[src/include/alu_cluster_cfg.svh]
// ======================================================================
// lane count and widths for the integer cluster; ALU_HALF_W must be
// exactly half of ALU_DATA_W, the lanes split their adders there
// ======================================================================
`ifndef ALU_CLUSTER_CFG_SVH
`define ALU_CLUSTER_CFG_SVH

`define ALU_LANES  4
`define ALU_DATA_W 64
`define ALU_HALF_W 32

`endif
[src/hdl/alu_pkg.sv]
// ======================================================================
// shared types for the cluster, sized from alu_cluster_cfg.svh
// flags_t bit order is carry, overflow, negative, zero (msb first)
// ======================================================================
`default_nettype none

package alu_pkg;

`include "alu_cluster_cfg.svh"

  typedef logic [`ALU_DATA_W-1:0] word_t;
  typedef logic [`ALU_HALF_W-1:0] half_t;
  typedef logic [3:0]             flags_t;
  typedef logic [`ALU_LANES-1:0]  lane_mask_t;

  // bit positions inside flags_t
  localparam int FL_C = 3;
  localparam int FL_V = 2;
  localparam int FL_N = 1;
  localparam int FL_Z = 0;

  typedef enum logic [3:0] {
    OP_ADD,
    OP_SUB,
    OP_AND,
    OP_XOR,
    OP_OR,
    OP_SHL,  // amount in b[5:0]
    OP_SHR,
    OP_SAR,
    OP_SXT   // b[1:0] picks byte, half, word, or pass
  } alu_op_t;

  typedef enum logic [3:0] {
    EQ, NE,
    CS, CC,
    MI, PL,
    VS, VC,
    HI, LS,
    GE, LT,
    GT, LE,
    AL, NV
  } cond_t;

endpackage

`default_nettype wire

[src/hdl/result_collect.sv]
// ======================================================================
// outputs every group, no back-pressure; idle lanes read zero result
// and zero flags, grp_flags falls back to the group's flags_in
// ======================================================================
`timescale 1ns/1ns
`default_nettype none
`include "alu_cluster_cfg.svh"

module result_collect
  import alu_pkg::*;
(
  input  wire                           clk,
  input  wire                           rst,
  input  wire lane_mask_t               done,
  input  wire word_t  [`ALU_LANES-1:0]  res,
  input  wire flags_t [`ALU_LANES-1:0]  res_flags,
  input  wire                           tok_valid,
  input  wire lane_mask_t               tok_mask,
  input  wire flags_t                   tok_flags,
  output logic                          out_valid,
  output lane_mask_t                    exec_mask,
  output word_t       [`ALU_LANES-1:0]  result,
  output flags_t      [`ALU_LANES-1:0]  lane_flags,
  output flags_t                        grp_flags
);

  // token delay matching the two lane stages
  logic       t1_valid;
  lane_mask_t t1_mask;
  flags_t     t1_flags;
  logic       t2_valid;
  lane_mask_t t2_mask;
  flags_t     t2_flags;

  flags_t     grp_sel;

  always_comb begin
    grp_sel = t2_flags;
    for (int i = 0; i < `ALU_LANES; i++) begin
      if (done[i]) grp_sel = res_flags[i];  // highest lane wins
    end
  end

  always_ff @(posedge clk) begin
    if (rst) begin
      t1_valid  <= 1'b0;
      t1_mask   <= '0;
      t2_valid  <= 1'b0;
      t2_mask   <= '0;
      out_valid <= 1'b0;
      exec_mask <= '0;
    end else begin
      t1_valid  <= tok_valid;
      t1_mask   <= tok_mask;
      t2_valid  <= t1_valid;
      t2_mask   <= t1_mask;
      out_valid <= t2_valid;
      exec_mask <= t2_mask;
    end
  end

  always_ff @(posedge clk) begin
    t1_flags  <= tok_flags;
    t2_flags  <= t1_flags;
    grp_flags <= grp_sel;
    for (int i = 0; i < `ALU_LANES; i++) begin
      result[i]     <= done[i] ? res[i] : '0;
      lane_flags[i] <= done[i] ? res_flags[i] : '0;
    end
  end

endmodule

`default_nettype wire

[config.mk]
export PLATFORM = sky130hd
export DESIGN_NAME = result_collect
export DESIGN_NICKNAME = d
export VERILOG_FILES = /design/src/hdl/alu_pkg.sv /design/src/hdl/result_collect.sv
export VERILOG_INCLUDE_DIRS = /design/src /design/src/include
export SDC_FILE = /design/constraint.sdc
export NUM_CORES = 1
export LEC_CHECK = 0
export BUFFER_PORTS_ARGS = -buffer_cell sky130_fd_sc_hd__buf_2
export CELL_PAD_IN_SITES_DETAIL_PLACEMENT = 0
export CELL_PAD_IN_SITES_GLOBAL_PLACEMENT = 1
export CORE_AREA = 4 4 219 221
export CTS_CLUSTER_DIAMETER = 80
export DETAILED_ROUTE_END_ITERATION = 16
export DIE_AREA = 0 0 223 225
export GPL_ROUTABILITY_DRIVEN = 0
export PLACE_DENSITY = 0.61
export SETUP_SLACK_MARGIN = 0.15
export SYNTH_ARGS = -nofsm -noshare
export SYNTH_HDL_FRONTEND = slang
export SYNTH_SLANG_ARGS = --single-unit
[constraint.sdc]
create_clock -name clk -period 1.95 [get_ports clk]
set_clock_uncertainty 0.15 [all_clocks]
set_input_delay 0.195 -clock clk [delete_from_list [all_inputs] [get_ports clk]]
set_output_delay 0.195 -clock clk [all_outputs]
set_load 0.02 [all_outputs]
# Word-level counts from Yosys, hierarchy flattened
# Index checks and enable logic that the tools add are counted.
# totals
mem_count,0
mem_bits_rw,0
reg_bits,299
output_inout_bits,281
rom_bits,0
inputBits,287
latch_bits,0
# classes
reduce_logical,0
bitwise,0
order_cmp,0
div,0
n_addsub,0
mux,4
eq_ne,0
shifts,0
multipliers,0
# ops
operator,count
2-to-1 mux 4 bit,4

# Logic depth before layout (Yosys ltp)
# Gate-level depths: netlist of run 1.
# depth
word_depth,4
mapped_depth,4

# Worst setup path before layout of run 1
# OpenSTA, ideal clock, no wires.
# synth_timing
path_type,input to register
start,in done[2]
end,reg grp_flags[2]
stages,3
setup_ps,126
required_time_ps,1674
setup_slack_ps,983
arrival_ps,691
path_cell_list,buf_2 -> nor3_2 -> a2bb2oi_1
# synth_between
elab_chain_cells,2
# synth_rtl
item,line_no,rtl
from (decl),result_collect.sv:14,"input wire lane_mask_t done,"
2-to-1 mux 4 bit (2 in a row),result_collect.sv:40,if (done[i]) grp_sel = res_flags[i];
named net grp_sel[2],result_collect.sv:35,flags_t grp_sel;
to (signal assigned),result_collect.sv:65,grp_flags <= grp_sel;
to (decl),result_collect.sv:24,output flags_t grp_flags
# The timed path passes the listed nets, and every way through them passes these cells.
# A chain may end at the register's enable or synchronous reset.

# Worst setup path after layout of run 1
# layout_timing
start,reg grp_flags[0]
end,out grp_flags[0]
# No word-level cell between the ends.

==> impl_metrics.env, run 1 <==
export IMPL_clk_latency_ps=520
export IMPL_hold_path_end="lane_flags[13]$_SDFF_PN0_"
export IMPL_layout_min_cycle_time_ps=1487
export IMPL_drc=0
export IMPL_syn_to_final_growth_pct=95.14
export IMPL_avgSynthCellArea_um2=12.68
export IMPL_post_route_cell_area_um2=15790
export IMPL_cts_tree="yes"
export IMPL_rsz0062_at_grt="false"
export IMPL_layout_cells_non_filler=2162
export IMPL_start_util=0.1753
export IMPL_worstPathCellList="buf_2"
export IMPL_synthesis_area_um2=8092
export IMPL_cts_made_buffers=35
export IMPL_io_buffers=567
export IMPL_period_share=0.7626
export IMPL_first_global_vias=8437
export IMPL_grt_max_degree=67
export IMPL_synth_compound_area_frac=0.009433
export IMPL_die_h_um=225
export IMPL_synthMuxAreaShare=0
export IMPL_dpl_cell_area_um2=11600
export IMPL_hold_start="done[3]"
export IMPL_hpwl_um=23190
export IMPL_critPathRequiredTime_ps=1600
export IMPL_ys_ff_latch=299
export IMPL_antenna_found_initial=2
export IMPL_drv_cap=0
export IMPL_power_density_nw_per_um2=924.8
export IMPL_postCtsSetupBuffers=0
export IMPL_seq_area_frac_synth=0.7398
export IMPL_ctsResizeCount=0
export IMPL_dieArea_um2=50180
export IMPL_grt_overflow=0
export IMPL_cp_max_fo=1
export IMPL_synth_fa_ha_area_frac=0
export IMPL_path_class="reg2out"
export IMPL_slew_viol_final=0
export IMPL_fin_setup_tns_ps=0
export IMPL_dr_first_iter_drc_count=190
export IMPL_setup_violations_final=0
export IMPL_p_leak_nw=7.677
export IMPL_finalHoldViolations=0
export IMPL_tightest_slew_ps=671.5
export IMPL_grt_total_usage=0.1228
export IMPL_critPathBufInv=1
export IMPL_synthSimpleGateAreaFrac=0.2307
export IMPL_yosysWarnings=0
export IMPL_io_pins=568
export IMPL_vias=7591
export IMPL_status="finished, final reports clean"
export IMPL_routed_via_density=3.511
export IMPL_synth_top_family_by_area="simple AND/OR/NAND/NOR gates"
export IMPL_cts_root_buffer="clkbuf_16"
export IMPL_htree_levels=2
export IMPL_path_delay_family="flip-flops"
export IMPL_syn_nets=925
export IMPL_arrival_ps=1140
export IMPL_synthCells=638
export IMPL_reg2reg_to="grp_flags[1]$_DFF_P_"
export IMPL_worstSetupStartpointType="register"
export IMPL_min_path_type="in2reg"
export IMPL_dr_pass1_iters=4
export IMPL_slew_limit_headroom=0.5489
export IMPL_clk_pin_slew_ps=60
export IMPL_critPathLaunch="grp_flags[0]$_DFF_P_"
export IMPL_ir_worst_vdd_v=0.0006330
export IMPL_worstReg2RegStart="t2_flags[1]$_DFF_P_"
export IMPL_detail_route_wl_per_cell_um=15.02
export IMPL_p_total_mw=14.60
export IMPL_drt_wl_total_um=32460
export IMPL_hold_depth=2
export IMPL_endpoint_kind="output port"
export IMPL_reg2reg_setup_slack_ps=1110
export IMPL_grt_pass1_wl_um=47800
export IMPL_clock_sinks=299
export IMPL_core_area_um2=46160
export IMPL_max_freq_mhz=672.5
export IMPL_dpl_cell_count=1789
export IMPL_yosysUniqueCellTypes=17
export IMPL_clockBufferDepth=3
export IMPL_final_layout_size_suffix_gt1_frac=0.4063
export IMPL_worst_r2r_path_depth=2
export IMPL_ant_nets=0
export IMPL_final_nets=1816
export IMPL_num_rows=79
export IMPL_max_stage_delay_ps=350
export IMPL_dieWidth_um=223
export IMPL_slowest_stage="dfxtp_1"
export IMPL_synth_xor_area_frac=0
[logic make-up (layout without fill, tap and decap cells)]
| group | Yosys count | count (layout) |
|---|---|---|
| flip-flops | 299 | 299 |
| AND/OR/NAND/NOR | 298 | 298 |
| AO/OA/AOI/OAI | 9 | 9 |
| other | 0 | 2 |
| buffers and inverters | 32 | 947 |
[worst register-to-register path, cell delays in order, from the launching register on]
cell and delay [ps]:
dfxtp_1 310, a21oi_1 190, a2bb2oi_2 70
[power breakdown]
part	leakage [nW]	internal [mW]	switching [mW]
Combinational	4.65	0.978	0.903
Clock	0.536	3.62	2.56
Sequential	2.49	6.44	0.0955
Total	7.68	11.0	3.56
[area by class of cell]
cell class	instances	area, um2
Antenna cell	2	5.005
Timing Repair Buffer	884	6006
Tap cell	607	759.5
Inverter	2	7.507
Sequential cell	299	5986
Fill cell	4607	30370
Multi-Input combinational cell	307	1943
Clock inverter	14	122.6
Clock buffer	47	960.9
[repair_timing]
action | CTS | global route
hold buffers | 310 | 0
hold endpoints to repair | 295 | 0
endpoints found under the setup margin | 0 | 0
[registers in the layout, indices dropped and copies added (netlist names)]
name and count:
t1_mask 4, result 256, t1_valid 1, t1_flags 4, t2_mask 4, out_valid 1
lane_flags 16, exec_mask 4, t2_valid 1, t2_flags 4, grp_flags 4
[metal layers]
metal	vias to the layer above	global-route usage	routed length (um)
met5	-	0	0
met1	3410	0.1258	11770
met3	75	0.04989	3081
met2	380	0.2186	16140
li1	3726	-	-
met4	0	0.05906	1471
[cell usage after synthesis]
master     count  area (um2)
nor2b_1       18       112.6
clkbuf_1       8       30.03
and2_2         1       7.510
nor3_1         3       15.01
inv_1          2       7.510
a2bb2oi_2      1       15.01
buf_4          1       7.510
nor3b_1        3       22.52
a221oi_2       1       15.01
a21oi_1        4       20.02
nor2_1         1       3.750
buf_6          2       22.52
and2_1       271        1695
buf_2         19       95.09
nor3_2         1       10.01
dfxtp_1      299        5986
a2bb2oi_1      3       26.28
[cell usage in the layout, fill, tap and decap left out, types with 2 or more instances in the layout]
cell,Yosys,routed
and2_1,271,271
dfxtp_1,299,299
buf_4,1,6
a2bb2oi_1,3,3
a21oi_1,4,4
diode_2,0,2
dlygate4sd3_1,0,310
buf_2,19,567
nor3b_1,3,3
inv_1,2,2
inv_6,0,4
clkinv_2,0,6
clkbuf_8,0,4
nor2b_1,18,18
clkbuf_16,0,35
clkbuf_1,8,8
nor3_1,3,3
[stage by stage]
| step | hold WS [ps] | worst slack, ps | util |
|---|---|---|---|
| after CTS | 18.88 | 346.0 | 0.3420 |
| after floorplan | 72.72 | 982.7 | - |
| after global placement | 152.3 | 309.8 | 0.2513 |
| after global routing | 39.97 | 360.9 | 0.3420 |
| final | 32.26 | 463.0 | 0.3421 |
| after detailed placement | 151.3 | 320.8 | 0.2513 |
[worst max path at each step]
stage | end | slack, ps | cells past startpoint
after global routing | grp_flags[0] | 360 | 1
after detailed placement | grp_flags[2]$_DFF_P_ | 320 | 4
after floorplan | grp_flags[2]$_DFF_P_ | 980 | 3
after global placement | grp_flags[2]$_DFF_P_ | 310 | 4
after CTS | grp_flags[0] | 350 | 1
final | grp_flags[0] | 460 | 1
(Power assumes the default switching activity.)
==> run 2, diff against run 1 <==
--- a/config.mk
+++ b/config.mk
@@ -6,15 +6,16 @@
 export SDC_FILE = /design/constraint.sdc
 export NUM_CORES = 1
 export LEC_CHECK = 0
+export ABC_AREA = 1
 export BUFFER_PORTS_ARGS = -buffer_cell sky130_fd_sc_hd__buf_2
 export CELL_PAD_IN_SITES_DETAIL_PLACEMENT = 0
 export CELL_PAD_IN_SITES_GLOBAL_PLACEMENT = 1
-export CORE_AREA = 4 4 219 221
+export CORE_AREA = 4 4 222 224
 export CTS_CLUSTER_DIAMETER = 80
 export DETAILED_ROUTE_END_ITERATION = 16
-export DIE_AREA = 0 0 223 225
+export DIE_AREA = 0 0 226 228
 export GPL_ROUTABILITY_DRIVEN = 0
-export PLACE_DENSITY = 0.61
+export PLACE_DENSITY = 0.65
 export SETUP_SLACK_MARGIN = 0.15
 export SYNTH_ARGS = -nofsm -noshare
 export SYNTH_HDL_FRONTEND = slang
==> constraint.sdc (replaced) <==
create_clock -name clk -period 1.3 [get_ports clk]
set_clock_uncertainty 0.15 [all_clocks]
set_input_delay 0.13 -clock clk [delete_from_list [all_inputs] [get_ports clk]]
set_output_delay 0.13 -clock clk [all_outputs]
set_load 0.02 [all_outputs]
==> run 2 against run 1 <==
The flow now finishes with violations (hold timing); power grew 61%; hold slack worse by 180 ps; register-to-register slack worse by 830 ps; cell count increased by 16%; sequential cell count is the same; critical path depth unchanged; first-iteration DRC count fell by 6.3%; design area rose by 18%; largest power group unchanged.
==> impl_metrics.env, run 2 <==
export IMPL_drt_wl_total_um=38640
export IMPL_dr_first_iter_drc_count=178
export IMPL_cts_root_buffer="clkbuf_16"
export IMPL_fill_cells=4359
export IMPL_cts_made_buffers=36
export IMPL_drv_cap=0
export IMPL_io_pins=568
export IMPL_finalHoldViolations=54
export IMPL_worst_r2r_path_depth=8
export IMPL_hold_slack_ps=-150.1
export IMPL_worstSetupStartpointType="register"
export IMPL_route_met3_wl_um=3657
export IMPL_vias=9071
export IMPL_synthesis_area_um2=8513
export IMPL_async_flop_share=0
export IMPL_violations="hold timing"
export IMPL_syn_nets=1227
export IMPL_status="finished, violations left"
export IMPL_detail_route_wl_per_cell_um=15.44
export IMPL_clock_sinks=299
export IMPL_mostFrequentLayoutCell="dlygate4sd3_1"
export IMPL_critPathRequiredTime_ps=1020
export IMPL_p_total_mw=23.58
export IMPL_arrival_ps=1010
export IMPL_ant_nets=0
export IMPL_seq_area_frac_synth=0.7031
export IMPL_final_layout_size_suffix_gt1_frac=0.4844
export IMPL_tightest_slew_ps=453.2
export IMPL_slew_limit_headroom=0.6979
export IMPL_path_class="reg2out"
export IMPL_worstPathCellList="buf_6"
export IMPL_hold_path_end="result[70]$_SDFF_PN0_"
export IMPL_yosysWarnings=0
export IMPL_critPathBufInv=1
export IMPL_grt_max_degree=62
export IMPL_io_buffers=567
export IMPL_dr_wl_met2_um=19190
export IMPL_cts_tree="yes"
export IMPL_grt_total_usage=0.1479
export IMPL_cp_max_fo=1
export IMPL_top_regs="result (256), lane_flags (16)"
export IMPL_clockBufferDepth=3
export IMPL_reg2reg_to="grp_flags[2]$_DFF_P_"
export IMPL_most_common_layout_cells="dlygate4sd3_1, nand2_1, inv_1"
export IMPL_final_nets=2146
export IMPL_yosysUniqueCellTypes=9
export IMPL_hpwl_um=24060
export IMPL_layout_min_cycle_time_ps=1289
export IMPL_clk_pin_slew_ps=60
export IMPL_worstReg2RegStart="t2_flags[2]$_DFF_P_"
export IMPL_dieArea_um2=51530
export IMPL_layout_cells_non_filler=2503
export IMPL_endpoint_kind="output port"
export IMPL_grt_overflow=0
export IMPL_htree_levels=2
export IMPL_hold_depth=3
export IMPL_dieWidth_um=226
export IMPL_grt_pass1_wl_um=59370
export IMPL_start_util=0.1798
export IMPL_p_leak_nw=10.41
export IMPL_synthTopCellsByCount="nand2_1, dfxtp_1, inv_1"
export IMPL_top_layer="met4"
export IMPL_avgSynthCellArea_um2=9.057
export IMPL_die_h_um=228
export IMPL_path_delay_family="flip-flops"
export IMPL_max_freq_mhz=775.6
export IMPL_routed_via_density=3.624
export IMPL_regMostFlops="result"
export IMPL_antenna_found_initial=3
export IMPL_power_density_nw_per_um2=1263
export IMPL_num_rows=80
export IMPL_max_stage_delay_ps=350
export IMPL_rsz0062_at_grt="true"
export IMPL_slew_viol_final=0
export IMPL_fin_util=0.3943
export IMPL_dr_pass1_iters=4
export IMPL_synth_top_area_cell="dfxtp_1"
export IMPL_first_global_vias=10830
export IMPL_syn_to_final_growth_pct=119.3
export IMPL_synth_area_leaders="dfxtp_1, nand2_1, inv_1, buf_4, clkbuf_8"
export IMPL_core_area_um2=47350
export IMPL_reg2reg_setup_slack_ps=280
export IMPL_dpl_cell_count=2099
export IMPL_synthCells=940
export IMPL_synth_top_cell_area_share=0.7031
export IMPL_drc=0
export IMPL_ys_ff_latch=299
export IMPL_setup_violations_final=0
export IMPL_period_share=0.9918
export IMPL_largest_reg_flops=256
export IMPL_ys_flop_type="dfxtp_1"
export IMPL_slowest_stage="dfxtp_2"
export IMPL_min_path_type="in2reg"
export IMPL_synth_most_common_cell="nand2_1"
export IMPL_hold_start="done[1]"
export IMPL_ir_worst_vdd_v=0.0009528
export IMPL_critPathLaunch="lane_flags[14]$_SDFF_PN0_"
export IMPL_drt_met1_wl_um=13620
export IMPL_clk_latency_ps=520
export IMPL_synth_edff_count=0
==> run 2: what timing repair did <==
action,in CTS,in global routing
endpoints found under the setup margin,281,406
setup buffers,0,0
gates resized for setup,843,11
hold endpoints to repair,295,42
hold buffers,429,12
==> run 2: kinds of logic after synthesis <==
family / Yosys count / synth area share
buf+inv: 322 / 0.1562
simple gates: 319 / 0.1407
flops: 299 / 0.7031
==> run 2: worst reg2reg max path, cell delays in order (launching register included) <==
cell and delay, ps:
dfxtp_1 320, nand2_1 70, nand2_1 50, nand2_1 50, nand2_1 50, nand2_1 60
nand2_1 50, nand2_1 60, nand2_1 40
==> run 2: layer usage <==
layer / vias up / GRT usage
met5: - / 0
met4: 0 / 0.08021
met3: 132 / 0.05580
met2: 460 / 0.2717
met1: 4093 / 0.1408
li1: 4386 / -
==> run 2: where the power goes <==
part           leakage (nW)  internal (mW)  total (mW)  switching [mW]
logic                  7.27           1.99        3.62            1.63
registers              2.57           9.76        10.0           0.246
clock network         0.581           6.00        9.95            3.95
==> run 2: how the worst max path moves through the flow <==
| stage | end | slack, ps | depth (start not counted) |
|---|---|---|---|
| final | lane_flags[14] | 10 | 1 |
| after global routing | result[72] | -40 | 1 |
| after CTS | lane_flags[14] | -50 | 1 |
| after detailed placement | grp_flags[1]$_DFF_P_ | 90 | 8 |
| after global placement | grp_flags[1]$_DFF_P_ | 70 | 8 |
| after floorplan | result[171]$_SDFF_PN0_ | 400 | 5 |
==> run 2: stage by stage <==
stage                     instance area, um2  TNS [ps]  setup WS [ps]
after detailed placement               11980         0          93.04
after global routing                   18670    -522.5         -36.24
final                                  18670         0          10.69
after floorplan                         8513         0          402.0
after CTS                              19550    -786.2         -47.93
after global placement                 11980         0          71.83
==> run 2: cell type report <==
type                       instances  area, um2  share of cell area
antenna                            3      7.507           0.0004021
tap                              615      769.5             0.04122
sequential                       299       6340              0.3396
inverter                         291       1092             0.05851
clock buffer                      52       1042             0.05583
timing repair buffer             912       8089              0.4333
clock inverter                    12      127.6            0.006836
multi-input combinational        319       1200             0.06428
